## src/common/ahb_cache_pkg.sv

```systemverilog
package ahb_cache_pkg;

    // byte address and bus word
    typedef logic [31:0] addr_t;
    typedef logic [31:0] data_t;

    // four words per line, word 0 in the low bits
    localparam int LINE_WORDS = 4;

    typedef logic [LINE_WORDS*32-1:0] line_t;

    // word index inside a line, address bits 3:2
    typedef logic [1:0] word_sel_t;

    typedef enum logic [1:0] {
        IDLE   = 2'b00,
        BUSY   = 2'b01,
        NONSEQ = 2'b10,
        SEQ    = 2'b11
    } htrans_t;

    typedef logic [2:0] hburst_t;

    localparam hburst_t HBURST_SINGLE = 3'b000;
    localparam hburst_t HBURST_INCR   = 3'b001;
    localparam hburst_t HBURST_WRAP4  = 3'b010;

    // address phase of one AHB-lite master
    typedef struct packed {
        addr_t   haddr;
        htrans_t htrans;
        logic    hwrite;
        hburst_t hburst;
    } ahb_req_t;

    // slave side, data and wait state
    typedef struct packed {
        data_t hrdata;
        logic  hready;
    } ahb_rsp_t;

endpackage

```

## src/cache/ahb_transfer_tracker.sv

```systemverilog
module ahb_transfer_tracker (
    input  logic                    downstream_intf,
    input  logic                    arst_n,
    input  ahb_cache_pkg::ahb_req_t req,
    input  logic                    hready,
    output logic                    dvalid,
    output ahb_cache_pkg::addr_t    daddr
);

    logic rd_accept;

    // only active reads count, writes and BUSY look like idle
    always_comb begin
        rd_accept = 1'b0;
        case (req.htrans)
            ahb_cache_pkg::NONSEQ,
            ahb_cache_pkg::SEQ: begin
                rd_accept = !req.hwrite;
            end
            default: begin
                rd_accept = 1'b0;
            end
        endcase
    end

    // address phase moves to data phase on an hready edge
    always_ff @(posedge downstream_intf or negedge arst_n) begin
        if (!arst_n) begin
            dvalid <= 1'b0;
        end else if (hready) begin
            dvalid <= rd_accept;
        end
    end

    // held while the data phase is stretched
    always_ff @(posedge downstream_intf) begin
        if (hready) begin
            daddr <= req.haddr;
        end
    end

endmodule

```

## config.mk

```make
export PLATFORM = sky130hd
export DESIGN_NAME = ahb_transfer_tracker
export DESIGN_NICKNAME = d
export VERILOG_FILES = /design/src/common/ahb_cache_pkg.sv /design/src/cache/ahb_transfer_tracker.sv
export SDC_FILE = /design/constraint.sdc
export NUM_CORES = 1
export LEC_CHECK = 0
export ABC_AREA = 1
export BUFFER_PORTS_ARGS = -buffer_cell sky130_fd_sc_hd__buf_2
export CORE_UTILIZATION = 38
export DETAILED_ROUTE_END_ITERATION = 8
export PLACE_DENSITY = 0.84
export SYNTH_ARGS = -nofsm -noshare
export SYNTH_HDL_FRONTEND = slang
export SYNTH_SLANG_ARGS = --single-unit
```

## constraint.sdc

```tcl
create_clock -name downstream_intf -period 0.8 [get_ports downstream_intf]
set_input_delay 0.16 -clock downstream_intf [delete_from_list [all_inputs] [get_ports downstream_intf]]
set_output_delay 0.16 -clock downstream_intf [all_outputs]
set_load 0.02 [all_outputs]
```

; ---- Yosys cells after proc, flatten, opt, wreduce, memory -nomap -nowiden
; Cells that the tools add are included.
[word_totals]
reg_bits = 33
inputBits = 41
word_cells = 7
[classes]
eq_ne = 2
n_mux = 1
n_reduce_logical = 2
[op_table]
columns = cell, n
row1 = $eq A2 B2 Y1 const B, 2
row2 = $reduce_or A2 Y1, 1
row3 = $logic_not A1 Y1, 1
row4 = $mux W1, 1

; ---- Logic depth before layout (Yosys ltp)
[depth]
word_depth = 3
mapped_depth = 3

; ---- Least setup slack after synthesis
; Ideal clock, no wire load.
[synth_path]
kind = flip-flop to flip-flop
start = register, netlist name dvalid
end = register dvalid
setup_time_ns = 0.117
arrival_time_ns = 0.563
setup_slack_ns = 0.119
path_stages_with_launch = 3
path_buffers = 0
period_less_slack_ns = 0.681
cell_sequence = dfrtp_1 nand2_1 nand2_1
[synth_lines]
columns = element, line_no
row1 = end signal: assignment, ahb_transfer_tracker.sv:31  ; dvalid <= rd_accept;
row2 = end: declaration, ahb_transfer_tracker.sv:6  ; output logic dvalid,

; ---- Final worst setup path
[layout_path]
start = register dvalid
end = output dvalid
; No word-level cell between the ends.

==> impl_metrics.tcl <==
set metrics [dict create \
    outcome "finished with violations" \
    violations "negative setup slack" \
    viasPerCell 4.76 \
    finalHoldViolCount 0 \
    drv_cap 0 \
    ios 74 \
    clkSlewWorstSetupHoldPaths_ns 0.10 \
    synth_nets 79 \
    grt_pass1_wl_um 4240 \
    synth_area_leader_cell "edfxtp_1" \
    yosys-top-cells-area "edfxtp_1 96%, dfrtp_1 2.5%, inv_1 0.75%" \
    hold_path_end "daddr[18]" \
    core-area_um2 2500 \
    critPathBufInv 1 \
    end_kind "primary output" \
    worst_pin_slew_ns 0.185 \
    first_iter_violations 30 \
    start_kind "flip-flop" \
    die_w_um 53.5 \
    cts.sinks 33 \
    routed_wl_um 3640 \
    yosysMostFrequentCell "edfxtp_1" \
    cts_buffer_depth 2 \
    preCtsSetupSlack_ns 0.0101 \
    numPortBuffers 69 \
    seq_area_frac_synth 0.980 \
    worstHoldStart "req[24]" \
    synth_ff_type "edfxtp_1" \
    cts_tree "built" \
    max_slew_margin 0.877 \
    synthToLayoutAreaGrowth_pct 95.1 \
    vias 847 \
    r2r-end "dvalid" \
    cts_htree_levels 2 \
    initial_utilization 0.402 \
    irDropWorstVdd_uv 1510 \
    async_flop_share 0.0303 \
    whs_path_depth 1 \
    ant_nets 0 \
    leakage_nw 0.850 \
    finalCriticalPeriod_ns 1.08 \
    crit_fanout 2 \
    utilization 0.785 \
    synth-edff-count 32 \
    p_comb_frac 0.197 \
    syn-instance-count 38 \
    rows 18 \
    grt-ovfl-total 0 \
    rrSetupSlack_ns -0.02 \
    antenna_found_initial 0 \
    seqPwrFrac 0.567 \
    drc 0 \
    clk_latency_ns 0.32 \
    finClkSkew_ns 0 \
    worstReg2RegStart "dvalid" \
    cp_cell_sequence "buf_6" \
    synth_top_cells_by_count "32 x edfxtp_1, 2 x inv_1, 2 x nand2_1" \
    min_path_type "input port to flip-flop" \
    worstSetupPathType "flip-flop to primary output" \
    cts_buffers 5 \
    avgSynthCellArea_um2 26.5 \
    rsz0062_at_grt "true" \
    num_antenna_cells 0 \
    clock.fmax_ghz 0.923 \
    reg2regPathDepth 3 \
    synth_top_area_share 0.955 \
    worstPathRequired_ns 0.64 \
    syn-cell-area_um2 1010 \
    cts-root-buf "clkbuf_4" \
    pwr_density_cell_nw_per_um2 1910 \
    drv_slew 0 \
    power_w 0.00374 \
    fin_nets 188 \
    p_int_w 0.00280 \
    grt_pass1_vias 861 \
    timing.final.ws_setup_ns -0.284 \
    p_switching_w 0.000947 \
    cp_top_family "flip-flops" \
    routabilityCongestion 0.692 \
    die-area_um2 2860 \
    dp_hpwl_um 1460 \
    dr.pass1.iters 4 \
    grt_usage 0.237 \
    power_switching_share 0.253 \
    wl_per_cell_um 20.4 \
    setup_viol 34 \
    p_clk_frac 0.236 \
    ys_ff_latch 33 \
    cp.arrival_ns 0.92 \
    drive_gt1_frac 0.534 \
    timing.final.crit_share 1.35 \
    synth_cell_types 5 \
    max_stage_delay_ns 0.44 \
    grt_max_degree 27 \
    synth_warnings 0 \
    slowest_stage "dfrtp_1" \
    fp.dieH_um 53.5 \
    crit_cells 1 \
]
-- logic make-up (layout without fill, tap and decap cells) --
logic type,count (synthesis),after routing,synth area share
flip-flops,33,33,0.980
buffers and inverters,2,112,0.00747
AND/OR/NAND/NOR,3,3,0.0124
-- power groups by stage --
stage / registers, W / clock network (W) / logic (W)
floorplan: 0.00230 / 0 / 0.00000518
global placement: 0.00211 / 0 / 0.000432
detailed placement: 0.00211 / 0 / 0.000444
CTS: 0.00208 / 0.000870 / 0.000594
global route: 0.00213 / 0.000981 / 0.000765
finish: 0.00212 / 0.000883 / 0.000736
-- sequential cells by signal, indices dropped and copies added (netlist names) --
name    flops
daddr      32
dvalid      1
-- metal layers --
layer	track usage	vias up	part of all wire
met5	0	-	0
met4	0.0658	0	0.0071
met2	0.392	73	0.52
met1	0.257	406	0.37
met3	0.135	4	0.10
li1	-	364	-
-- worst max path at each step --
stage                          from        end  slack (ns)
after floorplan              dvalid     dvalid        0.12
after global placement       hready   daddr[4]        0.04
after detailed placement     hready     dvalid        0.01
after CTS                 daddr[16]  daddr[16]       -0.29
after global routing         dvalid     dvalid       -0.33
final                        dvalid     dvalid       -0.28
-- through the flow --
step | hold slack [ns] | cells | cell area (µm²) | setup TNS, ns
3_5_place_dp | -0.0567 | 139 | 1420 | 0
5_1_grt | -0.0104 | 178 | 1960 | -9.29
3_3_place_gp | -0.0647 | 139 | 1420 | 0
2_1_floorplan | -0.136 | 38 | 1010 | 0
4_1_cts | 0.000260 | 177 | 1810 | -7.69
6_report | 0.00619 | 178 | 1960 | -7.98
-- what timing repair did --
| action | CTS | global route |
|---|---|---|
| endpoints found under the setup margin | 33 | 34 |
| hold buffers | 29 | 1 |
| pin swaps | 1 | 1 |
| buffers inserted | 1 | 1 |
| gates cloned | 0 | 0 |
| resized for setup | 14 | 49 |
| endpoints found under the hold margin | 29 | 1 |
-- area by class of cell --
type,instances,area [µm²]
clock buffer,8,48.8
fill,126,537
inverter,2,7.51
multi-input combinational,3,17.5
sequential,33,986
tap,30,37.5
timing repair buffer,102,866
-- cells in the final DEF, fill, tap and decap left out, drive strengths merged --
cell type	instances
edfxtp	32
inv	2
nand2	2
clkbuf	8
buf	72
dlygate4sd3	30
nand3	1
dfrtp	1
No activity file was read; power rests on OpenSTA's default activity.
