### config.mk
export PLATFORM = sky130hd
export DESIGN_NAME = line_fill_engine
export DESIGN_NICKNAME = d
export VERILOG_FILES = /design/src/common/ahb_cache_pkg.sv /design/src/cache/line_fill_engine.sv
export SDC_FILE = /design/constraint.sdc
export NUM_CORES = 1
export LEC_CHECK = 0
export BUFFER_PORTS_ARGS = -buffer_cell sky130_fd_sc_hd__buf_2
export CAP_MARGIN = 20
export CORE_ASPECT_RATIO = 0.6
export CORE_MARGIN = 3
export CORE_UTILIZATION = 51
export CTS_CLUSTER_SIZE = 20
export DETAILED_ROUTE_END_ITERATION = 10
export PLACE_DENSITY = 0.95
export SLEW_MARGIN = 20
export SYNTH_ARGS = -nofsm -noshare
export SYNTH_HDL_FRONTEND = slang
export SYNTH_SLANG_ARGS = --single-unit
export TNS_END_PERCENT = 5
### constraint.sdc
create_clock -name downstream_intf -period 2.93 [get_ports downstream_intf]
set_input_delay 0.7325 -clock downstream_intf [delete_from_list [all_inputs] [get_ports downstream_intf]]
set_output_delay 0.7325 -clock downstream_intf [all_outputs]
set_load 0.02 [all_outputs]
### src/common/ahb_cache_pkg.sv
package ahb_cache_pkg;

    // byte address and bus word
    typedef logic [31:0] addr_t;
    typedef logic [31:0] data_t;

    // four words per line, word 0 in the low bits
    localparam int LINE_WORDS = 4;

    typedef logic [LINE_WORDS*32-1:0] line_t;

    // word index inside a line, address bits 3:2
    typedef logic [1:0] word_sel_t;

    typedef enum logic [1:0] {
        IDLE   = 2'b00,
        BUSY   = 2'b01,
        NONSEQ = 2'b10,
        SEQ    = 2'b11
    } htrans_t;

    typedef logic [2:0] hburst_t;

    localparam hburst_t HBURST_SINGLE = 3'b000;
    localparam hburst_t HBURST_INCR   = 3'b001;
    localparam hburst_t HBURST_WRAP4  = 3'b010;

    // address phase of one AHB-lite master
    typedef struct packed {
        addr_t   haddr;
        htrans_t htrans;
        logic    hwrite;
        hburst_t hburst;
    } ahb_req_t;

    // slave side, data and wait state
    typedef struct packed {
        data_t hrdata;
        logic  hready;
    } ahb_rsp_t;

endpackage

### src/cache/line_fill_engine.sv
module line_fill_engine (
    input  logic                    downstream_intf,
    input  logic                    arst_n,
    input  logic                    up_dvalid,
    input  ahb_cache_pkg::addr_t    up_daddr,
    input  logic                    hit,
    input  logic                    mem_dvalid,
    input  ahb_cache_pkg::addr_t    mem_daddr,
    input  ahb_cache_pkg::ahb_rsp_t mem_rsp,
    output ahb_cache_pkg::ahb_req_t mem_req,
    output logic                    cpu_hready,
    output logic                    fill_we,
    output ahb_cache_pkg::addr_t    fill_addr,
    output ahb_cache_pkg::line_t    fill_line
);

    typedef enum logic [1:0] {
        idle,
        burst,
        drain,
        write
    } state_t;

    localparam ahb_cache_pkg::word_sel_t LAST_BEAT =
        ahb_cache_pkg::word_sel_t'(ahb_cache_pkg::LINE_WORDS - 1);

    state_t                    state;
    ahb_cache_pkg::htrans_t    mem_trans_q;
    ahb_cache_pkg::addr_t      mem_addr_q;
    ahb_cache_pkg::word_sel_t  iss_cnt;
    ahb_cache_pkg::word_sel_t  next_word;
    ahb_cache_pkg::line_t      line_buf;
    logic                      miss;
    logic                      beat_done;

    assign miss      = up_dvalid && !hit;
    assign beat_done = mem_dvalid && mem_rsp.hready;
    // WRAP4 stays inside the 16 byte line
    assign next_word = mem_addr_q[3:2] + 2'd1;

    always_ff @(posedge downstream_intf or negedge arst_n) begin
        if (!arst_n) begin
            state       <= idle;
            mem_trans_q <= ahb_cache_pkg::IDLE;
            iss_cnt     <= '0;
        end else begin
            case (state)
                idle: begin
                    if (miss) begin
                        state       <= burst;
                        mem_trans_q <= ahb_cache_pkg::NONSEQ;
                        iss_cnt     <= '0;
                    end
                end
                burst: begin
                    if (mem_rsp.hready) begin
                        if (iss_cnt == LAST_BEAT) begin
                            mem_trans_q <= ahb_cache_pkg::IDLE;
                            state       <= drain;
                        end else begin
                            mem_trans_q <= ahb_cache_pkg::SEQ;
                            iss_cnt     <= iss_cnt + 2'd1;
                        end
                    end
                end
                drain: begin
                    // last data beat still in its data phase
                    if (beat_done) begin
                        state <= write;
                    end
                end
                write: begin
                    state <= idle;
                end
                default: begin
                    state <= idle;
                end
            endcase
        end
    end

    // critical word first, then wrap
    always_ff @(posedge downstream_intf) begin
        if (state == idle && miss) begin
            mem_addr_q <= {up_daddr[31:2], 2'b00};
        end else if (state == burst && mem_rsp.hready && iss_cnt != LAST_BEAT) begin
            mem_addr_q <= {mem_addr_q[31:4], next_word, 2'b00};
        end
    end

    // beats land by their own word select
    always_ff @(posedge downstream_intf) begin
        if (beat_done) begin
            line_buf[32*mem_daddr[3:2] +: 32] <= mem_rsp.hrdata;
        end
    end

    assign mem_req.haddr  = mem_addr_q;
    assign mem_req.htrans = mem_trans_q;
    assign mem_req.hwrite = 1'b0;
    assign mem_req.hburst = ahb_cache_pkg::HBURST_WRAP4;

    // low from the first data phase cycle of a miss until the refill hits
    assign cpu_hready = (state == idle) && !miss;

    assign fill_we   = (state == write);
    assign fill_addr = up_daddr;
    assign fill_line = line_buf;

endmodule

Yosys cells after proc, flatten, opt, wreduce, memory -nomap -nowiden

Cells that the tools add are included.

$add $sub $neg: 3
Multiply operators: 0
Div/mod/pow operators: 0
Order comparisons: 0
Eq/ne operators: 10
Shift-type cells: 2
Muxes and demuxes: 16
Bitwise operators: 0
Reduce and logical (&&, ||, !) cells: 14

Operators by type and width:

| cell                                                                       | number |
|---|---|
| 128-bit bitwise mux                                                        | 1 |
| 32-bit by 34-bit variable shift with 128-bit output (first input constant) | 1 |
| 32-bit by 34-bit indexed part select with 128-bit output                   | 1 |
| 7-bit negation with 34-bit output                                          | 1 |
| 32-bit 2-to-1 mux                                                          | 1 |
| 2-bit 2-to-1 mux                                                           | 10 |
| 2-bit != test (second input constant)                                      | 6 |
| 2-bit case mux with 2 select lines                                         | 2 |
| 2-bit case mux with 4 select lines                                         | 1 |
| 4-bit AND reduction                                                        | 2 |
| 2-bit equality test (second input constant)                                | 3 |
| 1-bit logical AND                                                          | 6 |
| 2-bit by 1-bit adder with 2-bit output (second input constant)             | 2 |
| 4-bit 2-to-1 mux                                                           | 1 |
| 2-bit nonzero test                                                         | 2 |
| 3-bit AND reduction                                                        | 1 |
| 2-bit by 1-bit equality test with 1-bit output (second input constant)     | 1 |
| 1-bit zero test                                                            | 2 |
| 2-bit zero test                                                            | 1 |

Bits in registers: 164
Bits in latches: 0
RAM bits: 0
Bits in read-only memories: 0
Logic and storage cells: 51
Memories kept: 0

Longest topological paths before layout

Word-level depth: 5
Mapped depth: 7
Gate-level depth less buffers: 6

Worst setup path after synthesis

Ideal clock, no wire load.

Path type: input port to flip-flop
Start: input port mem_daddr[2]
End: register line_buf[0] (netlist: fill_line[0]), enable pin
Library setup time: 392 ps
Data arrival time: 2052 ps
Data required time: 2538 ps
Setup slack: 486 ps
Stages: 3
Buffers on the path: 0
Cells stage by stage: inv_2 ha_1 and3_1

RTL lines:

| item                           | line                   | RTL |
|---|---|---|
| start: declaration             | line_fill_engine.sv:8  | `input ahb_cache_pkg::addr_t mem_daddr,` |
| end signal: indexed assignment | line_fill_engine.sv:94 | `line_buf[32*mem_daddr[3:2] +: 32] <= mem_rsp.hrdata;` |
| end: declaration               | line_fill_engine.sv:32 | `ahb_cache_pkg::line_t line_buf;` |

Worst setup path in the final report

Start: register state[0]
End: output port cpu_hready

Longest elaborated chain between the ends: 2

RTL lines:

| item                     | line                    | RTL |
|---|---|---|
| start: declaration       | line_fill_engine.sv:27  | `state_t state;` |
| start signal: assignment | line_fill_engine.sv:43  | `state <= idle;` |
| start signal: assignment | line_fill_engine.sv:50  | `state <= burst;` |
| start signal: assignment | line_fill_engine.sv:59  | `state <= drain;` |
| 2-bit zero test          | line_fill_engine.sv:104 | `assign cpu_hready = (state == idle) && !miss;` |
| 1-bit logical AND        | line_fill_engine.sv:104 |  |
| end: declaration         | line_fill_engine.sv:11  | `output logic cpu_hready,` |

No other way between the ends.

==> results_tabular.tex <==
\begin{tabular}{lr}
\hline
Metric & Value \\
\hline
\multicolumn{2}{l}{\textbf{Outcome}} \\
Result of the run & finished, final reports clean \\
\multicolumn{2}{l}{\textbf{STA}} \\
Setup TNS & 0 ns \\
Final hold violations & 0 \\
Post-layout minimum cycle time & around 2.3 ns \\
Rel. slew slack & 0.5241 \\
Transition time at the pin with the least slew margin & 0.7139 ns \\
Total of endpoints with negative setup slack in the final report & 0 \\
Total count of max-transition violations in the final report & 0 \\
Final period utilization & 0.7766 \\
Clock Skews & approximately 0.0075 ns \\
Fmax & 0.4395 GHz \\
Setup repair after global routing missed its margin & no \\
\multicolumn{2}{l}{\textbf{Clock network}} \\
CTS Root Buffer Type & clkbuf\_16 \\
Maximum number of buffers from clock root to sink & 2 \\
Clock insertion delay at the later pin of the skew report & 0.40 ns \\
Post-cts hold buffer count & 0 \\
Number of buffers inserted to repair setup after CTS & 0 \\
Number of buffers added by the clock tree synthesis step & 17 \\
Post-CTS sizing & 0 \\
CTS tree & yes \\
Clock transition at the registers of the reported paths & 0.06 ns \\
H-tree depth & 4 \\
Sinks on Clock Net & roughly 160 \\
\multicolumn{2}{l}{\textbf{Detailed routing}} \\
Antenna-violating nets left & 0 \\
Drt first-iter violations & 209 \\
Drt pass-1 iters & 5 \\
Routed length per instance & 18.88 um \\
Total wire length after detailed routing & 16,260 um \\
Via count & 4,239 \\
Post-route DRC & 0 \\
Mean number of vias per cell & 4.923 \\
\multicolumn{2}{l}{\textbf{Global route}} \\
Number of global-route vias before repair & 4,269 \\
Aggregate global-route resource usage & 0.2140 \\
Total congestion overflow after global routing & 0 \\
Maximum number of pins on one net before global-route repair & 61 \\
First-pass GRT wire length & 23,740 um \\
Initial antenna violation count & 0 \\
\multicolumn{2}{l}{\textbf{Critical path}} \\
Worst reg2reg path depth & 6 \\
Worst flop-to-flop path endpoint & mem\_addr\_q[3] \\
Maximum fanout along the worst path & 5 \\
Flop2flop setup slack & 0.99 ns \\
Reg-to-reg critical path startpoint & state[0] \\
Nature of the critical path endpoint & output pin \\
Critical Path Start Type & flip-flop \\
CP required & 2.20 ns \\
Category of the most critical setup path & reg2out \\
CP arrival & 1.54 ns \\
\multicolumn{2}{l}{\textbf{Die}} \\
Core Box Area & between 10,000 and 15,000 sq um \\
Die Y-Extent & 94.84 um \\
Initial standard-cell utilization of the core & 0.5387 \\
Die X-Extent & 154.1 um \\
Top-level port count & 302 \\
Die ar. & around 15,000 sq um \\
Count of standard-cell rows & 31 \\
\multicolumn{2}{l}{\textbf{Power}} \\
Static leakage power & 0.003223 uW \\
Worst vdd rail ir drop & $\sim$0.52 mV \\
Power per standard cell area & about 670 nW/um\^{}2 \\
\multicolumn{2}{l}{\textbf{Place}} \\
Half-perimeter wire length of the detailed placement result & 11,850 um \\
Final weighted congestion in routability-driven placement & between 0.7 and 0.8 \\
Cells after DPL & 828 \\
Number of buffers added on ports & 261 \\
\multicolumn{2}{l}{\textbf{Layout}} \\
Number of standard cells in the layout, taps in and fillers out & $\sim$860 \\
Layout Nets & 797 \\
Synthesis-to-finish area growth & 28.22\% \\
Most frequent cells in the layout & buf\_2 (261), edfxtp\_1 (158), and2\_1 (135), nor2\_1 (22), clkbuf\_16 (17) \\
Count of antenna diodes in the layout & 0 \\
Most common cell after layout, fill and taps aside & buf\_2 \\
Fraction of layout instances using a drive strength above 1 & 0.4612 \\
\multicolumn{2}{l}{\textbf{Yosys}} \\
Register bit total from synthesis & 164 \\
Mapped Avg Cell Area & between 15 and 20 sq um \\
Register area share after synthesis & 0.7297 \\
Area of the mapped netlist & 6708 sq um \\
Cell variety after synth & 34 \\
Synth Warn \# & 0 \\
Synthesized instance count & roughly 440 \\
\multicolumn{2}{l}{\textbf{Worst hold path}} \\
Path category of the worst min-delay check & in2async \\
\multicolumn{2}{l}{\textbf{Run}} \\
Count of maximum capacitance violations & 0 \\
\hline
\end{tabular}
critical path: stages, from the launching register on:
cell,delay (ns)
dfrtp_1,0.43
inv_1,0.13
ha_1,0.23
and2_4,0.19
buf_2,0.16
cells in the mapped netlist:
cell type | n | share of area
edfxtp_1 | 158 | 0.71
and2_1 | 135 | 0.13
buf_4 | 38 | 0.043
nor2_1 | 23 | 0.013
ha_1 | 12 | 0.022
buf_2 | 8 | 0.0060
nand2b_1 | 8 | 0.0075
dfrtp_1 | 6 | 0.022
inv_1 | 6 | 0.0034
nand2_1 | 5 | 0.0028
and3_1 | 4 | 0.0037
mux2_1 | 4 | 0.0067
clkbuf_1 | 3 | 0.0017
nor2b_1 | 3 | 0.0028
clkbuf_2 | 2 | 0.0015
conb_1 | 2 | 0.0011
nor3_2 | 2 | 0.0030
o21ai_0 | 2 | 0.0015
a211o_1 | 1 | 0.0013
a211oi_2 | 1 | 0.0019
a21oi_2 | 1 | 0.0013
and2_4 | 1 | 0.0013
and4bb_1 | 1 | 0.0019
inv_2 | 1 | 0.00056
mux2i_1 | 1 | 0.0015
nand2b_4 | 1 | 0.0021
nand3b_1 | 1 | 0.0011
nand3b_4 | 1 | 0.0030
nor2_4 | 1 | 0.0017
nor3b_4 | 1 | 0.0028
o22ai_1 | 1 | 0.00093
o32a_1 | 1 | 0.0015
or3_1 | 1 | 0.00093
xnor2_1 | 1 | 0.0013
registers in the layout (all words and copies together) (netlist names):
| name | cells |
|---|---|
| mem_trans_q | 2 |
| iss_cnt | 2 |
| fill_line | 128 |
| mem_addr_q | 30 |
| state | 2 |
worst max path at each step:
stage	slack [ns]	cells after the start	startpoint	end
floorplan	0.49	3	mem_daddr[2]	fill_line[0]
global placement	0.18	5	mem_daddr[2]	fill_line[0]
detailed placement	0.11	5	mem_daddr[2]	fill_line[0]
CTS	0.50	5	mem_daddr[2]	fill_line[0]
global route	0.57	4	state[1]	cpu_hready
finish	0.65	4	state[0]	cpu_hready
report_power, final:
| group | leakage [uW] | total [uW] | switching, uW | internal [uW] |
|---|---|---|---|---|
| combinational | 0.00166 | 869 | 540 | 328 |
| clock | 0.000275 | 2120 | 928 | 1200 |
| sequential | 0.00129 | 2780 | 57.4 | 2720 |
| total | 0.00322 | 5770 | 1530 | 4240 |
cell families (layout without fill, tap and decap cells):
logic type      after synthesis  in the layout  synth area share
flops                       164            164            0.7297
fa+ha+maj                    12             12           0.02238
mux                           5              5          0.008207
compound gates                7              7          0.008395
buf+inv                      58            313           0.05559
other cells                   2              6          0.001120
xor+xnor                      1              1          0.001306
simple gates                188            188            0.1733
metal layers:
| layer | wire (um) | up-vias | track usage |
|---|---|---|---|
| li1 | - | 1957 | - |
| met1 | 6829 | 2106 | 0.2832 |
| met2 | 8132 | 166 | 0.3578 |
| met3 | 1144 | 10 | 0.05128 |
| met4 | 151 | 0 | 0.06392 |
| met5 | 0 | - | 0 |
stage by stage:
step	hold WS, ns	power, uW	utilization	setup WS (ns)	cell area (sq um)
5_1_grt	0.1232	5992	0.6908	0.5672	8601
6_report	0.1351	5769	0.6908	0.6547	8601
2_1_floorplan	0.4369	3422	-	0.4863	6723
4_1_cts	0.1213	5808	0.6896	0.5003	8586
3_3_place_gp	0.4727	3644	0.6439	0.1839	8016
3_5_place_dp	0.4752	3696	0.6439	0.1124	8016
final cells by class:
type / count / area (sq um)
Timing Repair Buffer: 274 / 1436
Inverter: 7 / 26.28
Fill cell: 866 / 3850
Clock buffer: 18 / 429.2
Multi-Input combinational cell: 219 / 1468
Clock inverter: 14 / 140.1
Tap cell: 165 / 206.4
Sequential cell: 164 / 4895
Note: power is estimated with default switching activity, not from simulation.
